`src/lcd_video_cfg.svh`:
```
`ifndef LCD_VIDEO_CFG_SVH
`define LCD_VIDEO_CFG_SVH

////////////////////////////////////////////////////////////
// LCD geometry
////////////////////////////////////////////////////////////

`define LCD_XSIZE    96
`define LCD_YSIZE    64
// Each byte holds 8 vertical pixels
`define LCD_COLS     8
`define FB_DEPTH     (`LCD_XSIZE * `LCD_COLS)
`define FB_COUNT     4

////////////////////////////////////////////////////////////
// Raster timing, in pixels and lines
////////////////////////////////////////////////////////////

`define H_TOTAL      140
`define V_TOTAL      119
`define H_ACT_START  16
`define H_ACT_END    (`H_ACT_START + `LCD_XSIZE)
`define V_ACT_START  32
`define V_ACT_END    (`V_ACT_START + `LCD_YSIZE)
`define HS_START     120
`define HS_END       136
`define VS_START     1
`define VS_END       4

// Contrast at or above this gives full brightness
`define CONTRAST_SAT 6'h20

`endif
```
`src/lcd_video_pkg.sv`:
```
`include "lcd_video_cfg.svh"

package lcd_video_pkg;

    // LCD read request, column inside a byte row
    typedef struct packed {
        logic [6:0] col;
        logic [2:0] row;
    } lcd_addr_t;

    // Position inside the active window
    typedef struct packed {
        logic [6:0] x;
        logic [5:0] y;
        logic       active;
    } scan_pos_t;

    typedef struct packed {
        logic hs;
        logic vs;
        logic hbl;
        logic vbl;
    } sync_t;

    // One byte from each frame buffer, index 0 in the low byte
    typedef logic [`FB_COUNT-1:0][7:0] fb_bytes_t;

    typedef struct packed {
        sync_t      sync;
        logic       de;
        logic [7:0] level;
    } video_out_t;

    typedef enum logic {
        CAP_IDLE,
        CAP_COPY
    } capture_state_t;

endpackage

```
`src/pixel_blender.sv`:
```
`timescale 1ns/1ps

`include "lcd_video_cfg.svh"

module pixel_blender
(
    input  logic                      clk_sys,
    input  logic                      reset,
    input  lcd_video_pkg::scan_pos_t  scan_pos,
    input  lcd_video_pkg::sync_t      sync,
    input  lcd_video_pkg::fb_bytes_t  rd_bytes,
    input  logic [5:0]                lcd_contrast,
    output lcd_video_pkg::video_out_t video
);
    import lcd_video_pkg::*;

    localparam sync_t sync_blank = '{hs: 1'b0, vs: 1'b0, hbl: 1'b1, vbl: 1'b1};

    scan_pos_t  pos_d;
    sync_t      sync_d;
    logic [7:0] brightness;
    logic [9:0] level_sum;

    // Full level once contrast saturates
    assign brightness = (lcd_contrast >= `CONTRAST_SAT) ? 8'd255 : {lcd_contrast[4:0], 3'b000};

    // A cleared bit is a dark pixel and adds the brightness
    always_comb
    begin
        level_sum = '0;
        for (int i = 0; i < `FB_COUNT; i++)
        begin
            if (!rd_bytes[i][pos_d.y[2:0]])
                level_sum = level_sum + 10'(brightness);
        end
    end

    ////////////////////////////////////////////////////////////
    // Store latency match and output register
    ////////////////////////////////////////////////////////////

    always_ff @(posedge clk_sys)
    begin
        if (reset)
        begin
            pos_d  <= '0;
            sync_d <= sync_blank;
            video  <= '{sync: sync_blank, de: 1'b0, level: 8'd0};
        end
        else
        begin
            pos_d       <= scan_pos;
            sync_d      <= sync;
            video.sync  <= sync_d;
            video.de    <= pos_d.active;
            // Average over the four buffers
            video.level <= level_sum[9:2];
        end
    end

endmodule

```
`config.mk`:
```
export PLATFORM = sky130hd
export DESIGN_NAME = pixel_blender
export DESIGN_NICKNAME = d
export VERILOG_FILES = /design/src/lcd_video_pkg.sv /design/src/pixel_blender.sv
export VERILOG_INCLUDE_DIRS = /design/src /design/src/src
export SDC_FILE = /design/constraint.sdc
export NUM_CORES = 1
export LEC_CHECK = 0
export ABC_AREA = 1
export BUFFER_PORTS_ARGS = -buffer_cell sky130_fd_sc_hd__buf_2
export CAP_MARGIN = 5
export CORE_MARGIN = 2
export CORE_UTILIZATION = 45
export DETAILED_ROUTE_END_ITERATION = 8
export HOLD_SLACK_MARGIN = 0.03
export PLACE_DENSITY = 0.84
export SYNTH_ARGS = -nofsm -noshare
export SYNTH_HDL_FRONTEND = slang
export SYNTH_SLANG_ARGS = --single-unit
```
`constraint.sdc`:
```
create_clock -name clk_sys -period 4.8 [get_ports clk_sys]
set_clock_uncertainty 0.1 [all_clocks]
set_input_delay 0.48 -clock clk_sys [delete_from_list [all_inputs] [get_ports clk_sys]]
set_output_delay 0.48 -clock clk_sys [all_outputs]
set_load 0.05 [all_outputs]
```
==> results.cfg <==
[route]
antenna_left = 0
first_iter_violations = 77
finalWirelength_mm = 4.59
wl_per_cell_um = 10.1
drc = 0
viasPerCell = 4.82
vias = 2183
dr.pass1.iters = 4

[logic_synthesis]
synth_largest_area_cell = dfxtp_1
netlist_area_um2 = 2080
yosysWarnings = 0
syn_nets = 417
synthTopCellsByArea = dfxtp_1 (20%), nand2_1 (13%), inv_1 (12%), ha_1 (8.4%), nand3_1 (7.7%)
yosysSeqAreaShare_pct = 20.2
netlist_top_cells_count = nand2_1 (74), inv_1 (67), nor2_1 (37), nand3_1 (32), dfxtp_1 (21)
synth_edf_count = 0
synth_most_common_cell = nand2_1
ys.flop_type = dfxtp_1
synth_area_per_cell_um2 = 6.06
syn-instance-count = 344
async_flop_share_pct = 0
synthDistinctLibCells = 35
synth_top_area_share_pct = 20.2
synth_seq_cells = 21

[timing]
maxSlewHeadroom_pct = 74.0
worstMarginPinSlew_ps = 386
fin_crit_ps = 4110
fmax_ghz = 0.243
finalCritPeriodShare_pct = 85.6
rsz0062_at_grt = no
hold_viol = 0
slew_viol_final = 0
whs_ps = 304
setup_viol = 0
fin_setup_tns_ps = 0

[pwr]
power_leakage_uw = 0.00142
clkPwrFrac_pct = 13.7
p_seq_share_pct = 25.2
worst_ir_drop_vdd_mv = 0.143
p_per_area_nw_per_um2 = 329
p_sw_uw = 375
swShare_pct = 46.7
p_int_uw = 428
comb_power_share_pct = 61.1

[grt]
grt_pass1_vias = 1913
grt_max_degree = 17
grt_use_met2_pct = 31.8
antenna_found_initial = 0
grtUsageTotal_pct = 17.4
gr-usage-met3_pct = 2.78
grt_pass1_wl_mm = 7.56
globalRouteOverflowTotal = 0
top_usage_layer = met2
grt_util_met1_pct = 21.9

[clock_tree]
cts_buffer_depth = 2
tritoncts = built
htree_levels = 1
clk_pin_slew_ps = 70
cts_buffers = 3
cts.sinks = 21
insertion_delay_ps = 250
clk_root_buffer_cell = clkbuf_8

[min_path]
hold_class = flip-flop to flip-flop

[layout]
nFillCells = 450
area_delta_synth_final_pct = 17.2
num_antenna_cells = 0
nNetsFinal = 475
final_layout_size_suffix_gt1_share_pct = 23.7

[worst_setup_path]
arrival_ps = 4160
path_max_fanout = 16
cp.required_ps = 4850
crit_path_end_kind = flip-flop
cp_num_buf_inv = 4
critical_path_class = flip-flop to flip-flop
cpPeakStageDelay_ps = 470
cp-start-kind = flip-flop
crit_slowest_cell = dfxtp_2
cpLargestDelayFamily = simple AND/OR/NAND/NOR gates

[die]
rows = 24
die_x_um = 72.0
ios = 71
initial_core_util_pct = 47.2
die_area_um2 = 5190
die_h_um = 72.0
coreArea_um2 = 4410

[placed_design]
io_buffers = 60
gp_congestion = 0.876
hpwlAfterDp_mm = 3.79

[flow_run]
drv_cap = 0

[status]
status = finished, final reports clean
-- path summary, 6_finish.rpt --
path	depth (start not counted)	from	slack [ps]	end
max	26	pos_d[1]	690	video[7]
min	2	sync_d[2]	300	video[11]
max reg2reg	26	pos_d[1]	690	video[7]
min reg2reg	2	sync_d[2]	300	video[11]
-- kinds of logic (layout without fill, tap and decap cells) --
family          count (synthesis)  count (layout)  share of synthesized area (%)
compound gates                 50              50                           13.9
xor+xnor                        6               6                           2.52
fa+ha+maj                      15              15                           9.37
buf+inv                        78             135                           16.2
flops                          21              21                           20.2
simple gates                  174             174                           37.9
-- cell usage in the layout (no fill, tap or decap) --
cell type,count
nand2_1,74
inv_1,67
buf_2,60
nor2_1,37
nand3_1,32
dfxtp_1,20
a21oi_1,18
o21ai_0,15
nand2_2,14
ha_1,14
o22ai_1,6
xnor2_1,5
nand4_1,4
or2_2,4
nand2_4,3
o21a_1,3
clkbuf_8,3
o21bai_1,2
nor2_2,2
buf_4,2
inv_8,1
inv_2,1
nand3b_1,1
o21ai_2,1
o21ai_1,1
xor2_1,1
o211ai_1,1
o21bai_2,1
a21o_1,1
a221oi_1,1
nand3_2,1
nor3_1,1
or2_1,1
fa_1,1
clkinv_2,1
dfxtp_2,1
-- worst register-to-register path, cell delays in order (launching register included) --
cell and delay, ps:
dfxtp_2 470, inv_8 90, nand2_1 70, nand3_1 90
nand3_1 110, nand2_2 90, nand2_4 120, inv_1 70
nor2_1 110, ha_1 180, inv_1 60, fa_1 400
nand3b_1 170, nand2_1 130, a21oi_1 80, o21ai_0 220
xnor2_1 100, o21ai_0 230, ha_1 330, a21oi_1 220
nor2_1 60, o21ai_0 140, nand2_1 70, inv_1 60
nand2_2 60, a21oi_1 120, nor2_1 60
-- power groups by stage --
| stage | Sequential, µW | Clock [µW] | Combinational, µW |
|---|---|---|---|
| detailed placement | 206 | 0 | 487 |
| floorplan | 270 | 0 | 325 |
| global placement | 207 | 0 | 475 |
| finish | 203 | 110 | 490 |
| global route | 205 | 121 | 547 |
| CTS | 202 | 114 | 488 |
-- area by class of cell --
cell class	instances	area (µm²)	area share, %
tap	52	65.1	2.67
clock buffer	3	41.3	1.69
multi-input combinational	245	1330	54.3
inverter	69	267	10.9
timing repair buffer	62	315	12.9
sequential	21	422	17.3
clock inverter	1	5.00	0.205
-- per-stage QoR --
stage	instances	power [µW]	instance area [µm²]	utilization, %	setup WS, ps
2_1_floorplan	344	595	2080	-	1090
3_3_place_gp	449	681	2390	54.2	559
3_5_place_dp	449	693	2390	54.2	521
4_1_cts	453	805	2440	55.3	509
5_1_grt	453	874	2440	55.3	177
6_report	453	803	2440	55.3	691
-- repair_timing --
| action | 4_1_cts | 5_1_grt |
|---|---|---|
| setup endpoints to repair | 0 | 1 |
| hold buffers | 0 | 0 |
| gates resized for setup | 0 | 1 |
| buffers inserted | 0 | 0 |
-- sequential cells by signal (all words and copies together), names as in the netlist --
name and flops:
pos_d 4, video 13, sync_d 4
-- layer usage --
metal | vias up | wire length [µm]
li1 | 1190 | -
met1 | 934 | 2160
met2 | 59 | 2190
met3 | 0 | 238
met4 | 0 | 0
met5 | - | 0
(Power assumes the default switching activity.)
