`src/lcd_video_cfg.svh`:
```
`ifndef LCD_VIDEO_CFG_SVH
`define LCD_VIDEO_CFG_SVH

////////////////////////////////////////////////////////////
// LCD geometry
////////////////////////////////////////////////////////////

`define LCD_XSIZE    96
`define LCD_YSIZE    64
// Each byte holds 8 vertical pixels
`define LCD_COLS     8
`define FB_DEPTH     (`LCD_XSIZE * `LCD_COLS)
`define FB_COUNT     4

////////////////////////////////////////////////////////////
// Raster timing, in pixels and lines
////////////////////////////////////////////////////////////

`define H_TOTAL      140
`define V_TOTAL      119
`define H_ACT_START  16
`define H_ACT_END    (`H_ACT_START + `LCD_XSIZE)
`define V_ACT_START  32
`define V_ACT_END    (`V_ACT_START + `LCD_YSIZE)
`define HS_START     120
`define HS_END       136
`define VS_START     1
`define VS_END       4

// Contrast at or above this gives full brightness
`define CONTRAST_SAT 6'h20

`endif
```
`src/lcd_video_pkg.sv`:
```
`include "lcd_video_cfg.svh"

package lcd_video_pkg;

    // LCD read request, column inside a byte row
    typedef struct packed {
        logic [6:0] col;
        logic [2:0] row;
    } lcd_addr_t;

    // Position inside the active window
    typedef struct packed {
        logic [6:0] x;
        logic [5:0] y;
        logic       active;
    } scan_pos_t;

    typedef struct packed {
        logic hs;
        logic vs;
        logic hbl;
        logic vbl;
    } sync_t;

    // One byte from each frame buffer, index 0 in the low byte
    typedef logic [`FB_COUNT-1:0][7:0] fb_bytes_t;

    typedef struct packed {
        sync_t      sync;
        logic       de;
        logic [7:0] level;
    } video_out_t;

    typedef enum logic {
        CAP_IDLE,
        CAP_COPY
    } capture_state_t;

endpackage

```
`src/frame_capture.sv`:
```
`timescale 1ns/1ps

`include "lcd_video_cfg.svh"

module frame_capture
(
    input  logic                     clk_sys,
    input  logic                     reset,
    input  logic                     frame_complete,
    output lcd_video_pkg::lcd_addr_t lcd_read,
    input  logic [7:0]               lcd_read_column,
    output logic                     fb_we,
    output lcd_video_pkg::lcd_addr_t fb_wr_addr,
    output logic [1:0]               fb_wr_index,
    output logic [7:0]               fb_wr_data
);
    import lcd_video_pkg::*;

    localparam logic [6:0] col_last = 7'(`LCD_XSIZE - 1);
    localparam logic [2:0] row_last = 3'(`LCD_COLS - 1);

    capture_state_t state;
    lcd_addr_t      rd_addr;
    logic           phase;
    logic [1:0]     wr_index;

    // LCD answers combinationally, so the byte is written at the read address
    assign lcd_read    = rd_addr;
    assign fb_wr_addr  = rd_addr;
    assign fb_wr_data  = lcd_read_column;
    assign fb_wr_index = wr_index;
    assign fb_we       = (state == CAP_COPY) && phase;

    // Copy runs at half the system clock
    always_ff @(posedge clk_sys)
    begin
        if (reset)
            phase <= 1'b0;
        else
            phase <= ~phase;
    end

    ////////////////////////////////////////////////////////////
    // Copy FSM
    ////////////////////////////////////////////////////////////

    // CAP_COPY holds the strobe, so a strobe during a copy merges into it
    always_ff @(posedge clk_sys)
    begin
        if (reset)
        begin
            state    <= CAP_IDLE;
            rd_addr  <= '0;
            wr_index <= '0;
        end
        else
        begin
            case (state)
                CAP_IDLE:
                begin
                    if (frame_complete)
                        state <= CAP_COPY;
                end
                CAP_COPY:
                begin
                    if (phase)
                    begin
                        if (rd_addr.col == col_last)
                        begin
                            rd_addr.col <= '0;
                            rd_addr.row <= rd_addr.row + 3'd1;
                            // Last byte row done, next buffer in turn
                            if (rd_addr.row == row_last)
                            begin
                                wr_index <= wr_index + 2'd1;
                                state    <= CAP_IDLE;
                            end
                        end
                        else
                            rd_addr.col <= rd_addr.col + 7'd1;
                    end
                end
                default:
                    state <= CAP_IDLE;
            endcase
        end
    end

endmodule

```
`config.mk`:
```
export PLATFORM = sky130hd
export DESIGN_NAME = frame_capture
export DESIGN_NICKNAME = d
export VERILOG_FILES = /design/src/lcd_video_pkg.sv /design/src/frame_capture.sv
export VERILOG_INCLUDE_DIRS = /design/src /design/src/src
export SDC_FILE = /design/constraint.sdc
export NUM_CORES = 1
export LEC_CHECK = 0
export BUFFER_PORTS_ARGS = -buffer_cell sky130_fd_sc_hd__buf_2
export CELL_PAD_IN_SITES_DETAIL_PLACEMENT = 1
export CELL_PAD_IN_SITES_GLOBAL_PLACEMENT = 2
export CORE_AREA = 2 2 53 67
export CTS_BUF_LIST = sky130_fd_sc_hd__clkbuf_4 sky130_fd_sc_hd__clkbuf_8
export CTS_CLUSTER_SIZE = 20
export DETAILED_ROUTE_END_ITERATION = 8
export DIE_AREA = 0 0 55 69
export PLACE_DENSITY = 0.87
export SLEW_MARGIN = 40
export SYNTH_ARGS = -nofsm -noshare
export SYNTH_HDL_FRONTEND = slang
export SYNTH_SLANG_ARGS = --single-unit
```
`constraint.sdc`:
```
create_clock -name clk_sys -period 3 [get_ports clk_sys]
set_clock_uncertainty 0.1 [all_clocks]
set_input_delay 0.6 -clock clk_sys [delete_from_list [all_inputs] [get_ports clk_sys]]
set_output_delay 0.6 -clock clk_sys [all_outputs]
set_load 0.02 [all_outputs]
```
==> flow_summary.ini, run 1 <==
[outcome]
status = finished, final reports clean

[worst_setup_path]
arrival_ns = 2.00
critPathKind = reg -> reg
worstSetupEndpointType = flip-flop
cp-start-kind = flip-flop
crit_fanout = 12
worst_ep_required_time_ns = 3.07

[timing]
setup_slack_ns = 1.08
setup_viol = 0
fin_crit_ns = 1.92
worst_slew_pin_slew_ns = 0.405
setup_tns_ns = 0
max-slew-margin-rel_pct = 72.9
rsz0062_at_grt = false
period_share_pct = 64.1
hold_viol = 0
fmax_mhz = 520
slew_viol_final = 0
hold_slack_ns = 0.388

[synthesis]
synth_area_sq_um = 783
yosysWarnings = 0
ys_seq_elements = 14
synth_cell_type_count = 24
synth_edf_count = 0
avgSynthCellArea_sq_um = 8.70
syn_inst = 90
async_flop_share_pct = 0
syn_nets = 104
synth_flop_cell = dfxtp_1
synth_seq_area_share_pct = 35.8

[global_routing]
grt_max_degree = 15
antenna_found_initial = 0
grt_remaining_overflow = 0
grt.total_usage_pct = 10.7
grt_pass1_wl_um = 3110
grt_pass1_vias = 646

[routing]
initialDrtViolationCount = 3
via_per_inst = 4.85
dr_total_vias = 659
wl_per_cell_um = 13.4
drt_first_pass_iters = 4
postRouteAntennaNets = 0
route.detailed.drc = 0
routed_wl_um = 1830

[placement]
io_buffer_count = 25
dp.cells = 132
place_congestion = 0.715
dp_hpwl_um = 1420
pre_cts_slack_ns = 1.08

[clock_network]
hold_buffers = 0
cts_max_level = 1
clock-root-buffer = clkbuf_8
cts_buffer_depth = 2
clock_latency_ns = 0.24
cts_made_buffers = 3
cts_setup_buffers = 0
cts_tree = done
cts.sinks = 14
cts.clk_slew.worst_paths_ns = 0.06
ctsResizeCount = 0

[die]
row_count = 23
io_pins = 42
die_w_um = 55
core_area_sq_mm = 0.00317
initial_utilization_pct = 24.7
die_y_um = 69
die_area_sq_mm = 0.00380

[power_and_ir_drop]
ir_worst_vdd_mv = 0.160
p_leak_nw = 0.412
powerDensity_mw_per_mm2 = 456

[layout]
drive_above_1_share_pct = 30.3
areaGrowthSynthToFinish_pct = 10.5
nNetsFinal = 114
fin_cells = 136
diodes = 0

[min_path]
hp-class = reg -> reg

[run]
maxCapViolations = 0
-- Yosys cell counts (all sizes together), types with 2 or more instances --
library cell / instances / area, sq um
buf: 19 / 140
dfxtp: 14 / 280
a21oi: 9 / 45.0
o21ai: 6 / 30.0
nand2: 5 / 18.8
nor2: 4 / 15.0
ha: 3 / 37.5
inv: 3 / 11.3
nand3: 3 / 15.0
nand4: 3 / 18.8
nand4b: 3 / 41.3
o31ai: 3 / 22.5
or3: 3 / 18.8
a211oi: 2 / 15.0
or4: 2 / 15.0
xor2: 2 / 17.5
-- per-layer routing --
metal	part of all wire (%)	global-route usage, %	wire (um)	vias to the layer above
met5	0	0	0	-
met4	1.3	4.34	23	0
met2	50	16.0	917	17
met1	43	14.9	782	314
met3	5.6	1.73	102	4
li1	-	-	-	324
-- worst paths after layout --
| kind | from | endpoint | cells after the start | slack (ns) |
|---|---|---|---|---|
| worst min register to register | fb_wr_index[1] | fb_wr_index[1] | 2 | 0.39 |
| worst max register to register | fb_wr_addr[3] | fb_wr_index[1] | 4 | 1.08 |
| worst min-delay path | fb_wr_index[1] | fb_wr_index[1] | 2 | 0.39 |
| worst max-delay path | fb_wr_addr[3] | fb_wr_index[1] | 4 | 1.08 |
-- registers in the layout, indices dropped and copies added (netlist names) --
register     count
phase            1
fb_wr_index      2
fb_wr_addr      10
state            1
-- layout make-up --
type / count / area [sq um]
tap: 37 / 46.3
inverter: 3 / 11.3
multi-input combinational: 53 / 348
timing repair buffer: 25 / 125
fill: 392 / 2300
sequential: 14 / 280
clock buffer: 4 / 55.1
-- kinds of logic after synthesis --
kind of cell,count (synthesis),share of synthesized area [%]
adder cells (fa/ha/maj),3,4.79
buffers and inverters,23,19.8
AND/OR/NAND/NOR,27,21.6
flip-flops,14,35.8
XOR/XNOR,2,2.24
AO/OA/AOI/OAI,21,15.8
-- worst max-delay path, stage by stage, from the launching register on --
cell and delay (ns):
dfxtp_1 0.42, ha_1 0.22, nand4_1 0.35, or4_1 0.61
a21oi_1 0.15
-- power breakdown --
group	internal [mW]	total (mW)	switching, mW
registers	0.189	0.194	0.00522
logic	0.00502	0.0156	0.0106
clock network	0.116	0.185	0.0688
-- placed cells by master, fill, tap and decap left out --
master and n:
a2111o_1 1, a211oi_1 2, a21oi_1 9, and2_1 1, and4_1 1, buf_2 25, clkbuf_8 4, dfxtp_1 14
ha_1 3, inv_1 3, nand2_1 5, nand3_1 3, nand4_1 3, nand4b_1 2, nand4b_4 1, nor2_1 4
nor2b_1 1, nor3_1 1, o21ai_0 6, o31ai_1 3, or3_1 3, or4_1 2, xor2_1 2
-- stage by stage --
stage	cell area, sq um	utilization [%]	power (mW)
after detailed placement	811	25.6	0.214
after global placement	811	25.6	0.214
after CTS	866	27.4	0.398
after floorplan	783	-	0.224
final	866	27.4	0.395
after global routing	866	27.4	0.410
Power figures use the tool's default switching activity.
==> run 2, diff against run 1 <==
CORE_AREA = 2 2 55 69   (was 2 2 53 67)
DIE_AREA = 0 0 57 71   (was 0 0 55 69)
PLACE_DENSITY = 0.83   (was 0.87)
clock period = 1.81 ns   (was 3 ns; I/O delays follow)
==> flow_summary.ini, run 2 (synthesis gave the netlist of run 1 again) <==
[layout]
fillerInstances = 428
nNetsFinal = 118
layout_common_cells = 25 x buf_2, 14 x dfxtp_1, 9 x a21oi_1, 6 x o21ai_0, 5 x nand2_1
areaGrowthSynthToFinish_pct = 14.7
final_common_cell = buf_2
drive_above_1_share_pct = 33.0
diodes = 0
largest_reg_flops = 10

[routing]
via_per_inst = 4.74
wl_per_cell_um = 12.5
drt_first_pass_iters = 2
initialDrtViolationCount = 3
dr_total_vias = 673
route.detailed.drc = 0
postRouteAntennaNets = 0
routed_wl_um = 1770

[outcome]
status = finished, final reports clean

[timing]
setup_viol = 0
fin_crit_ns = 1.59
fmax_mhz = 629
setup_tns_ns = 0
setup_slack_ns = 0.221
period_share_pct = 87.8
max-slew-margin-rel_pct = 80.8
hold_slack_ns = 0.297
worst_slew_pin_slew_ns = 0.288
hold_viol = 0
slew_viol_final = 0
rsz0062_at_grt = false

[global_routing]
grt_pass1_vias = 648
grt_max_degree = 15
grt_pass1_wl_um = 2980
grt_remaining_overflow = 0
antenna_found_initial = 0
grt.total_usage_pct = 9.77

[clock_network]
hold_buffers = 0
cts_made_buffers = 3
cts_max_level = 1
cts_buffer_depth = 2
clock-root-buffer = clkbuf_8
ctsResizeCount = 0
cts_tree = done
clock_latency_ns = 0.25
cts_setup_buffers = 0
cts.sinks = 14
cts.clk_slew.worst_paths_ns = 0.06

[die]
row_count = 24
io_pins = 42
die_y_um = 71
die_area_sq_mm = 0.00405
core_area_sq_mm = 0.00342
initial_utilization_pct = 22.9
die_w_um = 57

[placement]
pre_cts_slack_ns = 0.223
io_buffer_count = 25
place_congestion = 0.705
dp_hpwl_um = 1350

[worst_setup_path]
critPathKind = reg -> reg
cp-start-kind = flip-flop
r2r-end = fb_wr_index[0]
r2r_slack_ns = 0.22
r2r-start = fb_wr_addr[0]
crit_fanout = 5
worst_ep_required_time_ns = 1.89
r2r_cells = 5
arrival_ns = 1.67
worstSetupEndpointType = flip-flop

[power_and_ir_drop]
power.total_mw = 0.655
p_sw_share_pct = 21.1
p_clk_share_pct = 46.5
p_int_mw = 0.517
powerDensity_mw_per_mm2 = 729
ir_worst_vdd_mv = 0.300
p_leak_nw = 0.431
p_switching_mw = 0.138
p_comb_share_pct = 4.7
pwr-share-seq_pct = 48.8

[run]
maxCapViolations = 0

[min_path]
min_delay_worst_endpoint = state
worstHoldStart = frame_complete
hold_path_depth = 3
hp-class = in -> reg
-- run 2: worst max-delay path: stages (launching register included) --
cell,delay (ns)
dfxtp_1,0.37
ha_1,0.17
ha_1,0.19
inv_1,0.06
or4_1,0.49
a21oi_1,0.14
-- run 2: how the worst max path moves through the flow --
| stage | from | end | slack [ns] | cells past startpoint |
|---|---|---|---|---|
| global route | fb_wr_addr[5] | fb_wr_index[1] | 0.06 | 3 |
| floorplan | fb_wr_addr[0] | fb_wr_index[0] | 0.16 | 5 |
| detailed placement | fb_wr_addr[0] | fb_wr_index[0] | 0.22 | 5 |
| finish | fb_wr_addr[0] | fb_wr_index[0] | 0.22 | 5 |
| global placement | fb_wr_addr[0] | fb_wr_index[0] | 0.26 | 5 |
| CTS | fb_wr_addr[0] | fb_wr_index[0] | 0.20 | 5 |
-- run 2: routing by layer --
| layer | wire length [um] | GRT usage, % | vias up | share of wire [%] |
|---|---|---|---|---|
| met2 | 836 | 14.2 | 18 | 47 |
| met5 | 0 | 0 | - | 0 |
| met3 | 83 | 2.74 | 4 | 4.7 |
| met4 | 69 | 8.27 | 0 | 3.9 |
| met1 | 782 | 11.7 | 315 | 44 |
| li1 | - | - | 336 | - |
-- run 2: power by group through the flow --
stage	Sequential (mW)	Clock, mW	Combinational (mW)
2_1_floorplan	0.329	0	0.0419
3_3_place_gp	0.326	0	0.0307
3_5_place_dp	0.327	0	0.0312
4_1_cts	0.320	0.314	0.0313
5_1_grt	0.321	0.330	0.0344
6_report	0.320	0.304	0.0307
-- run 2: through the flow --
stage / instances / util, % / cell area, sq um
global route: 142 / 26.2 / 898
CTS: 142 / 26.2 / 898
global placement: 138 / 24.6 / 843
floorplan: 90 / - / 783
finish: 142 / 26.2 / 898
detailed placement: 138 / 24.6 / 843
-- run 2: cell type report --
class	count	area (sq um)	share of cell area, %
repair buffers	29	155	17.3
inverters	3	11.3	1.25
well taps	39	48.8	5.43
multi-input cells	53	348	38.7
flip-flops and latches	14	280	31.2
clock buffers	4	55.1	6.13
