### config.mk
export PLATFORM = sky130hd
export DESIGN_NAME = video_timing
export DESIGN_NICKNAME = d
export VERILOG_FILES = /design/src/lcd_video_pkg.sv /design/src/video_timing.sv
export VERILOG_INCLUDE_DIRS = /design/src /design/src/src
export SDC_FILE = /design/constraint.sdc
export NUM_CORES = 1
export LEC_CHECK = 0
export BUFFER_PORTS_ARGS = -buffer_cell sky130_fd_sc_hd__buf_2
export CAP_MARGIN = 30
export CORE_ASPECT_RATIO = 1.1
export CORE_MARGIN = 1.5
export CORE_UTILIZATION = 40
export CTS_BUF_LIST = sky130_fd_sc_hd__clkbuf_4
export DETAILED_ROUTE_END_ITERATION = 10
export HOLD_SLACK_MARGIN = 0.1
export PLACE_DENSITY = 0.71
export REMOVE_ABC_BUFFERS = 1
export SYNTH_ARGS = -nofsm -noshare
export SYNTH_HDL_FRONTEND = slang
export SYNTH_SLANG_ARGS = --single-unit
### constraint.sdc
create_clock -name clk_sys -period 1.89 [get_ports clk_sys]
set_input_delay 0.2835 -clock clk_sys [delete_from_list [all_inputs] [get_ports clk_sys]]
set_output_delay 0.2835 -clock clk_sys [all_outputs]
set_load 0.03 [all_outputs]
### src/lcd_video_cfg.svh
`ifndef LCD_VIDEO_CFG_SVH
`define LCD_VIDEO_CFG_SVH

////////////////////////////////////////////////////////////
// LCD geometry
////////////////////////////////////////////////////////////

`define LCD_XSIZE    96
`define LCD_YSIZE    64
// Each byte holds 8 vertical pixels
`define LCD_COLS     8
`define FB_DEPTH     (`LCD_XSIZE * `LCD_COLS)
`define FB_COUNT     4

////////////////////////////////////////////////////////////
// Raster timing, in pixels and lines
////////////////////////////////////////////////////////////

`define H_TOTAL      140
`define V_TOTAL      119
`define H_ACT_START  16
`define H_ACT_END    (`H_ACT_START + `LCD_XSIZE)
`define V_ACT_START  32
`define V_ACT_END    (`V_ACT_START + `LCD_YSIZE)
`define HS_START     120
`define HS_END       136
`define VS_START     1
`define VS_END       4

// Contrast at or above this gives full brightness
`define CONTRAST_SAT 6'h20

`endif
### src/lcd_video_pkg.sv
`include "lcd_video_cfg.svh"

package lcd_video_pkg;

    // LCD read request, column inside a byte row
    typedef struct packed {
        logic [6:0] col;
        logic [2:0] row;
    } lcd_addr_t;

    // Position inside the active window
    typedef struct packed {
        logic [6:0] x;
        logic [5:0] y;
        logic       active;
    } scan_pos_t;

    typedef struct packed {
        logic hs;
        logic vs;
        logic hbl;
        logic vbl;
    } sync_t;

    // One byte from each frame buffer, index 0 in the low byte
    typedef logic [`FB_COUNT-1:0][7:0] fb_bytes_t;

    typedef struct packed {
        sync_t      sync;
        logic       de;
        logic [7:0] level;
    } video_out_t;

    typedef enum logic {
        CAP_IDLE,
        CAP_COPY
    } capture_state_t;

endpackage

### src/video_timing.sv
`timescale 1ns/1ps

`include "lcd_video_cfg.svh"

module video_timing
(
    input  logic                     clk_sys,
    input  logic                     reset,
    output logic                     ce_pix,
    output lcd_video_pkg::scan_pos_t scan_pos,
    output lcd_video_pkg::sync_t     sync
);

    localparam logic [7:0] h_last      = 8'(`H_TOTAL - 1);
    localparam logic [6:0] v_last      = 7'(`V_TOTAL - 1);
    localparam logic [7:0] h_act_start = 8'(`H_ACT_START);
    localparam logic [7:0] h_act_end   = 8'(`H_ACT_END);
    localparam logic [6:0] v_act_start = 7'(`V_ACT_START);
    localparam logic [6:0] v_act_end   = 7'(`V_ACT_END);
    localparam logic [7:0] hs_start    = 8'(`HS_START);
    localparam logic [7:0] hs_end      = 8'(`HS_END);
    localparam logic [6:0] vs_start    = 7'(`VS_START);
    localparam logic [6:0] vs_end      = 7'(`VS_END);
    localparam logic [6:0] x_last      = 7'(`LCD_XSIZE - 1);

    logic [1:0] prescale;
    logic [7:0] hpos;
    logic [6:0] vpos;
    logic [6:0] xpos;
    logic [5:0] ypos;
    logic       hs;
    logic       vs;
    logic       hbl;
    logic       vbl;

    // One pixel every fourth clock
    assign ce_pix = &prescale;

    assign sync     = '{hs: hs, vs: vs, hbl: hbl, vbl: vbl};
    assign scan_pos = '{x: xpos, y: ypos, active: ~(hbl | vbl)};

    always_ff @(posedge clk_sys)
    begin
        if (reset)
            prescale <= '0;
        else
            prescale <= prescale + 2'd1;
    end

    ////////////////////////////////////////////////////////////
    // Raster counters, blanking and sync
    ////////////////////////////////////////////////////////////

    always_ff @(posedge clk_sys)
    begin
        if (reset)
        begin
            hpos <= '0;
            vpos <= '0;
            hs   <= 1'b0;
            vs   <= 1'b0;
            hbl  <= 1'b1;
            vbl  <= 1'b1;
        end
        else if (ce_pix)
        begin
            if (hpos == h_act_end)
                hbl <= 1'b1;
            else if (hpos == h_act_start)
                hbl <= 1'b0;

            if (vpos >= v_act_end)
                vbl <= 1'b1;
            else if (vpos == v_act_start)
                vbl <= 1'b0;

            // Vsync edges line up with the start of hsync
            if (hpos == hs_start)
            begin
                hs <= 1'b1;
                if (vpos == vs_start)
                    vs <= 1'b1;
                else if (vpos == vs_end)
                    vs <= 1'b0;
            end
            else if (hpos == hs_end)
                hs <= 1'b0;

            if (hpos == h_last)
            begin
                hpos <= '0;
                vpos <= (vpos == v_last) ? 7'd0 : vpos + 7'd1;
            end
            else
                hpos <= hpos + 8'd1;
        end
    end

    // Window position, held at zero through vertical blank
    always_ff @(posedge clk_sys)
    begin
        if (reset || (ce_pix && vbl))
        begin
            xpos <= '0;
            ypos <= '0;
        end
        else if (ce_pix && !hbl)
        begin
            if (xpos == x_last)
            begin
                xpos <= '0;
                ypos <= ypos + 6'd1;
            end
            else
                xpos <= xpos + 7'd1;
        end
    end

endmodule

==> flow_summary_export.csv, run 1 <==
group,metric,value,unit
outcome,status,"complete, no violations",
place,io_buffer_count,20,
route,dr.pass1.iters,4,
layout,final_common_cell,"dfxtp_1",
cts,postCtsSetupRepairBufs,0,
global_route,grt_use_met3,0.0477,
timing,tightest_slew,456,ps
critical_path,worstPathRequired,2120,ps
worst_hold_path,hp-class,"input port to register",
job,cap_violations,0,
place,dpl.hpwl,2.38,mm
place,gp_congestion,0.789,
global_route,grt_pass1_vias,1283,
global_route,grt_pass1_wl,5.70,mm
global_route,busiest_layer,"met2",
die,core_area,3990,um^2
timing,fin_crit_sh,0.869,
route,drt-total-wl,3.25,mm
critical_path,crit_chain,"ha_1 > nand4b_1 > nor4_1 > xnor2_1 > nor2_1",
synth,ys_types,37,
synth,synthCells,189,
critical_path,worstSetupPathType,"register to register",
timing,min_period,1640,ps
global_route,gr-total-overflow,0,
pwr,p_leak,0.743,nW
critical_path,crit_buf_inv,0,
timing,rsz0062_at_grt,"no",
timing,setup_viol,0,
cts,path_clk_slew,100,ps
global_route,met2_usage,0.246,
critical_path,critPathArrivalTime,1870,ps
global_route,grt_max_degree,14,
synth,yosys-top-cells-area,"dfxtp_1 41%, ha_1 6.7%, xnor2_1 5.7%",
die,die_w,64.8,um
timing,finalMaxSlewViolations,0,
synth,seq_area_frac_synth,0.405,
critical_path,worst-path-max-fanout,6,
global_route,grtUsageTotal,0.157,
pwr,powerDensity,618,nW/um^2
global_route,antenna_found_initial,0,
die,die_h,71.0,um
route,drt-initial-drc-count,111,
synth,syn_area_per_cell,8.88,um^2
die,io_pins,21,
die,core.rowCount,24,
cts,hold_buffers,0,
route,drc,0,
critical_path,cp-end-kind,"register",
timing,fin_hold_ws,212,ps
cts,root_buffer,"clkbuf_4",
cts,cts_made_buffers,5,
timing,fmax,609,MHz
synth,post-synth-top-area-cell,"dfxtp_1",
layout,fillers,408,
critical_path,slowest_delay,410,ps
die,die-area,4600,um^2
critical_path,critical-path-top-delay-family,"simple AND/OR/NAND/NOR gates",
route,vias,1372,
synth,ys_warn_count,0,
cts,htree_levels,2,
synth,synth_area,1680,um^2
layout,final_cell_mix,"34 x dfxtp_1, 25 x nor2_1, 20 x buf_2",
layout,antenna_cells,0,
timing,hold_viol_final,0,
timing,skew,6.98,ps
route,via_per_inst,5.22,
cts,cts-resized-gates,0,
layout,final_util,0.469,
synth,ys_ff_latch,34,
synth,synth_top_area_share,0.405,
critical_path,start_kind,"register",
die,initial_core_util,0.420,
layout,finalNetCount,221,
pwr,max-vdd-ir-drop,0.309,mV
place,place_inst,255,
layout,areaGrowthSynthToFinish,11.5,%
route,drt-wirelength-per-cell,12.3,um
timing,slew_headroom,0.696,
layout,finalNonFillerCells,263,
route,drtAntennaViolNets,0,
cts,clock-sinks,34,
global_route,met1_usage,0.197,
layout,drive_above_1_share,0.166,
critical_path,slowest_stage,"nor4_1",
cts,clk_latency,340,ps
cts,cts_tree,"done",
cts,cts.path.max_buffers,2,
-- sequential cells by signal, summed over array words and instances (netlist names) --
register and count:
hbl 1, hpos 8, hs 1, prescale 2, vbl 1, vpos 7
vs 1, xpos 7, ypos 6
-- kinds of logic (layout without fill, tap and decap cells) --
kind of cell,count (synthesis),after routing,synth area share
simple gates,88,88,0.293
flops,34,34,0.405
xor+xnor,20,20,0.104
buf+inv,19,41,0.0536
compound gates,16,16,0.0589
fa+ha+maj,9,9,0.0671
mux,3,3,0.0179
-- per-stage QoR --
stage | setup TNS [ps] | total power [mW] | instance area (um^2) | worst slack (ps)
after detailed placement | 0 | 0.779 | 1820 | 270
after CTS | 0 | 1.18 | 1870 | 244
final | 0 | 1.16 | 1870 | 248
after global routing | 0 | 1.20 | 1870 | 49.6
after global placement | 0 | 0.779 | 1820 | 355
after floorplan | -46.5 | 0.765 | 1620 | -23.5
-- worst register-to-register path, delay by kind of cell (launching register included) --
kind | cells | cell delay, ps
XOR/XNOR | 1 | 170
adder cells (fa/ha/maj) | 1 | 270
flip-flops | 1 | 390
AND/OR/NAND/NOR | 3 | 710
-- per-layer routing --
metal | wire length, um | vias to the layer above
li1 | - | 699
met1 | 1570 | 628
met2 | 1420 | 36
met3 | 187 | 9
met4 | 74 | 0
met5 | 0 | -
-- synth_stat cells --
cell	count
inv_1	9
or4_1	1
xor2_1	9
nor3b_1	1
clkbuf_2	1
and4_1	4
nor2_1	25
a221o_1	1
o21ai_1	1
nand3_1	7
a21oi_1	7
and4b_1	3
nand2_4	1
nor4b_4	1
dfxtp_1	34
xnor2_1	11
clkbuf_1	3
nand4b_1	1
ha_1	9
a31o_2	1
o21ai_0	3
o2111ai_1	1
nor4_1	3
nand4_1	10
nor3_2	1
buf_2	2
and3_1	3
a21boi_0	1
nor3_1	5
nand2_1	15
nor2b_1	2
nand2b_1	2
mux2i_1	3
or4b_1	1
or3_1	2
buf_4	4
a32oi_1	1
-- power by group --
group          switching, mW  total (mW)  internal [mW]
Sequential           0.00485       0.726          0.721
Combinational         0.0253      0.0365         0.0112
Clock                  0.241       0.395          0.154
-- area by class of cell --
class                      count  area [um^2]  share of cell area
clock buffer                   6         45.0              0.0241
clock inverter                 2         8.76             0.00468
inverter                       9         33.8              0.0180
multi-input combinational    136          908               0.485
sequential                    34          681               0.364
tap                           52         65.1              0.0348
timing repair buffer          24          130              0.0695
-- worst paths after layout --
kind | start | end | slack [ps] | cells after the start
hold / removal | reset | prescale[0] | 210 | 2
setup / recovery | prescale[0] | ypos[3] | 250 | 5
setup reg to reg | prescale[0] | ypos[3] | 250 | 5
hold reg to reg | prescale[0] | prescale[0] | 480 | 1
Power figures use the tool's default switching activity.
==> run 2: changes to the inputs <==
CORE_MARGIN = 4   (was 1.5)
CTS_CLUSTER_DIAMETER = 100   (was default)
==> run 2 against run 1 <==
Worst hold slack got worse by 4.7 ps. Die area increased by 15%. Total power increased by 14%. First-iteration DRC count decreased by 35%. Via count decreased by 2.2%. Combinational power decreased by 2%. Critical path type unchanged. Largest cell class unchanged.
==> flow_summary_export.csv, run 2 (synthesis gave the netlist of run 1 again) <==
group,metric,value,unit
route,drt-initial-drc-count,72,
route,drtAntennaViolNets,0,
timing,fin_crit_sh,0.875,
timing,setup_viol,0,
cts,cts.path.max_buffers,2,
die,initial_core_util,0.420,
critical_path,worstPathRequired,2120,ps
layout,largest_registers,"hpos (8), vpos (7), xpos (7)",
timing,min_period,1650,ps
place,io_buffer_count,20,
layout,final_cell_mix,"34 x dfxtp_1, 25 x nor2_1, 20 x buf_2",
route,via_per_inst,5.08,
layout,final_common_cell,"dfxtp_1",
die,die_w,69.8,um
critical_path,critPathArrivalTime,1880,ps
cts,path_clk_slew,110,ps
worst_hold_path,hp-class,"input port to register",
cts,clock-sinks,34,
critical_path,worstSetupPathType,"register to register",
pwr,max-vdd-ir-drop,0.367,mV
layout,largest_reg_flops,8,
cts,cts_tree,"done",
job,cap_violations,0,
pwr,pwr-share-comb,0.027,
global_route,grtUsageTotal,0.127,
timing,rsz0062_at_grt,"no",
place,gp_congestion,0.830,
die,core.rowCount,24,
cts,htree_levels,2,
timing,fin_hold_ws,207,ps
pwr,seqPwrFrac,0.548,
cts,hold_buffers,0,
die,die-area,5300,um^2
global_route,grt_pass1_wl,5.48,mm
layout,fillers,421,
pwr,p_sw,0.283,mW
timing,skew,3.80,ps
place,dpl.hpwl,2.37,mm
route,drc,0,
cts,cts-resized-gates,0,
route,vias,1342,
die,core_area,3990,um^2
timing,finalMaxSlewViolations,0,
timing,hold_viol_final,0,
route,drt-wirelength-per-cell,12.4,um
critical_path,cp-end-kind,"register",
pwr,p_sw_frac,0.213,
global_route,gr-total-overflow,0,
global_route,antenna_found_initial,0,
global_route,grt_pass1_vias,1178,
pwr,clkPwrFrac,0.424,
cts,clk_latency,340,ps
global_route,grt_max_degree,14,
cts,cts_made_buffers,5,
timing,finalSetupTns,0,ps
pwr,p_int,1.04,mW
route,drt-total-wl,3.28,mm
pwr,powerDensity,694,nW/um^2
layout,drive_above_1_share,0.175,
die,io_pins,21,
layout,areaGrowthSynthToFinish,13.6,%
timing,slew_headroom,0.694,
die,die_h,76.0,um
layout,largest_register,"hpos",
cts,root_buffer,"clkbuf_4",
route,dr.pass1.iters,4,
pwr,p_leak,0.761,nW
critical_path,worst-path-max-fanout,7,
layout,antenna_cells,0,
timing,fmax,605,MHz
cts,postCtsSetupRepairBufs,0,
timing,tightest_slew,458,ps
critical_path,start_kind,"register",
outcome,status,"complete, no violations",
layout,finalNetCount,222,
## run 2: cell types whose count changed in the layout (fill, tap and decap cells not counted)
cell / before / now
clkbuf_4: 6 / 7
buf_4: 4 / 5
bufinv_16: 0 / 1
clkinv_1: 1 / 0
clkinv_2: 1 / 0
## run 2: final cells by class
| cell class | instances | area [um^2] | share of cell area |
|---|---|---|---|
| Timing Repair Buffer | 25 | 138 | 0.0721 |
| Sequential cell | 34 | 681 | 0.357 |
| Clock buffer | 7 | 52.6 | 0.0275 |
| Inverter | 9 | 33.8 | 0.0177 |
| Tap cell | 52 | 65.1 | 0.0341 |
| Multi-Input combinational cell | 136 | 908 | 0.476 |
| Clock inverter | 1 | 30.0 | 0.0157 |
## run 2: stage by stage
stage / std cells / cell area [um^2] / util / setup WS (ps) / power (mW)
after floorplan: 179 / 1620 / - / -23.5 / 0.765
after global placement: 256 / 1830 / 0.457 / 349 / 0.779
after detailed placement: 256 / 1830 / 0.457 / 259 / 0.779
after CTS: 264 / 1910 / 0.478 / 252 / 1.34
after global routing: 264 / 1910 / 0.478 / 131 / 1.38
final: 264 / 1910 / 0.478 / 237 / 1.32
## run 2: power by group through the flow
stage	registers [mW]	clock network [mW]	logic [mW]
after global routing	0.728	0.612	0.0411
final	0.726	0.562	0.0359
after floorplan	0.741	0	0.0240
after detailed placement	0.743	0	0.0361
after CTS	0.726	0.579	0.0360
after global placement	0.742	0	0.0362
## run 2: layer usage
metal,global-route usage,part of all wire,vias to the layer above
met5,0,0,-
met4,0.0536,0.016,0
met3,0.0476,0.055,6
met2,0.181,0.43,29
met1,0.172,0.50,606
li1,-,-,701
## run 2: worst paths after layout
check	endpoint	slack, ps	cells past startpoint	from
setup reg to reg	ypos[1]	240	6	prescale[0]
hold / removal	prescale[1]	210	2	reset
setup / recovery	ypos[1]	240	6	prescale[0]
hold reg to reg	prescale[0]	480	1	prescale[0]
## run 2: worst max-delay path, stage by stage (launching register included)
cell and delay [ps]:
dfxtp_1 390, ha_1 240, nand4b_1 250, nor3_2 230, buf_4 190, mux2i_1 200, nor2_1 50
==> run 3: changes to the inputs <==
CORE_UTILIZATION = 59   (was 40)
PLACE_DENSITY = 0.93   (was 0.71)
==> run 3 against run 2 <==
Critical endpoint unchanged. First-iteration DRC count shrank 6.9%. Global-route usage rose by 6.6 points. Critical path type unchanged. Routed wire length is 2.0% lower. Total power down 12%. Via count grew 2.4%. Design area fell by 3.1%.
==> flow_summary_export.csv, run 3 (synthesis gave the netlist of run 1 again) <==
group,metric,value,unit
layout,largest_register,"hpos",
route,drc,0,
timing,finalSetupTns,0,ps
route,drt-wirelength-per-cell,13.2,um
timing,min_period,1660,ps
cts,cts.path.max_buffers,2,
timing,skew,7.09,ps
pwr,p_leak,0.743,nW
cts,root_buffer,"clkbuf_4",
cts,htree_levels,2,
layout,largest_registers,"hpos (8), vpos (7), xpos (7)",
critical_path,cp-end-kind,"register",
die,die-area,3760,um^2
die,io_pins,21,
critical_path,worstPathRequired,2130,ps
timing,setup_viol,0,
global_route,antenna_found_initial,0,
route,via_per_inst,5.63,
place,place_inst,236,
layout,drive_above_1_share,0.166,
job,cap_violations,0,
cts,postCtsSetupRepairBufs,0,
die,initial_core_util,0.610,
worst_hold_path,hp-start,"reset",
timing,finalMaxSlewViolations,0,
cts,hold_buffers,0,
worst_hold_path,min_to,"vpos[1]",
cts,path_clk_slew,100,ps
place,place_ws,228,ps
die,core.rowCount,20,
cts,clock-sinks,34,
worst_hold_path,hold_depth,2,
timing,fmax,603,MHz
route,vias,1374,
layout,finalNonFillerCells,244,
layout,postLayoutCellArea,1850,um^2
global_route,gr-total-overflow,0,
critical_path,r2r-start,"prescale[0]",
layout,final_common_cell,"dfxtp_1",
critical_path,worst-path-max-fanout,6,
outcome,status,"complete, no violations",
timing,rsz0062_at_grt,"no",
cts,clk_latency,350,ps
timing,worst_slack,230,ps
critical_path,worstSetupPathType,"register to register",
place,io_buffer_count,20,
layout,largest_reg_flops,8,
cts,cts_made_buffers,5,
timing,hold_viol_final,0,
timing,tightest_slew,442,ps
die,die_h,64.0,um
critical_path,reg2reg_slack,230,ps
cts,cts-resized-gates,0,
route,drtAntennaViolNets,0,
critical_path,startpoint,"prescale[0]",
layout,areaGrowthSynthToFinish,10.1,%
critical_path,rr_endpoint,"ypos[1]",
pwr,powerDensity,629,nW/um^2
place,gp_congestion,0.850,
global_route,grt_max_degree,14,
timing,slew_headroom,0.704,
route,drt-initial-drc-count,67,
critical_path,start_kind,"register",
pwr,finalPower,1.16,mW
layout,antenna_cells,0,
critical_path,worstRegToRegCells,5,
route,dr.pass1.iters,4,
cts,cts_tree,"done",
layout,final_cell_mix,"34 x dfxtp_1, 25 x nor2_1, 20 x buf_2",
timing,fin_crit_sh,0.878,
pwr,max-vdd-ir-drop,0.600,mV
global_route,grt_pass1_vias,1305,
die,core_area,2750,um^2
route,drt-total-wl,3.22,mm
die,die_w,58.9,um
place,placed_area,1790,um^2
layout,finalNetCount,221,
global_route,grtUsageTotal,0.194,
place,dpl.hpwl,2.36,mm
critical_path,critPathArrivalTime,1890,ps
worst_hold_path,hp-class,"input port to register",
global_route,grt_pass1_wl,5.61,mm
==> run 3: worst max-delay path by stage <==
| stage | slack, ps | depth (start not counted) | to |
|---|---|---|---|
| floorplan | -20 | 5 | ypos[1] |
| global placement | 320 | 5 | ypos[1] |
| detailed placement | 230 | 5 | ypos[1] |
| CTS | 220 | 5 | ypos[1] |
| global route | 40 | 5 | ypos[5] |
| finish | 230 | 5 | ypos[1] |
==> run 3: through the flow <==
stage	hold WS [ps]	util
after global routing	220	0.671
after floorplan	350	-
final	199	0.671
after global placement	440	0.652
after CTS	189	0.671
after detailed placement	455	0.652
==> run 3: power by group <==
part | switching (mW) | internal [mW]
Clock | 0.247 | 0.154
Combinational | 0.0250 | 0.0115
Sequential | 0.00488 | 0.721
==> run 3: final cells by class <==
| cell class | instances | area [um^2] |
|---|---|---|
| multi-input combinational | 136 | 908 |
| fill | 238 | 905 |
| sequential | 34 | 681 |
| timing repair buffer | 24 | 130 |
| clock buffer | 6 | 45.0 |
| tap | 33 | 41.3 |
| inverter | 9 | 33.8 |
| clock inverter | 2 | 8.76 |
==> run 3: metal layers <==
metal / wire (um) / share of wire / GRT usage / vias to the layer above
met4: 53 / 0.016 / 0.0822 / 0
li1: - / - / - / 698
met3: 186 / 0.058 / 0.0626 / 6
met2: 1550 / 0.48 / 0.318 / 30
met5: 0 / 0 / 0 / -
met1: 1430 / 0.44 / 0.227 / 640
==> run 3: worst max-delay path, stage by stage (launching register included) <==
cell and delay [ps]:
dfxtp_1 380, ha_1 240, nand4b_1 240, nor3_2 400, mux2i_1 230, nor2_1 50
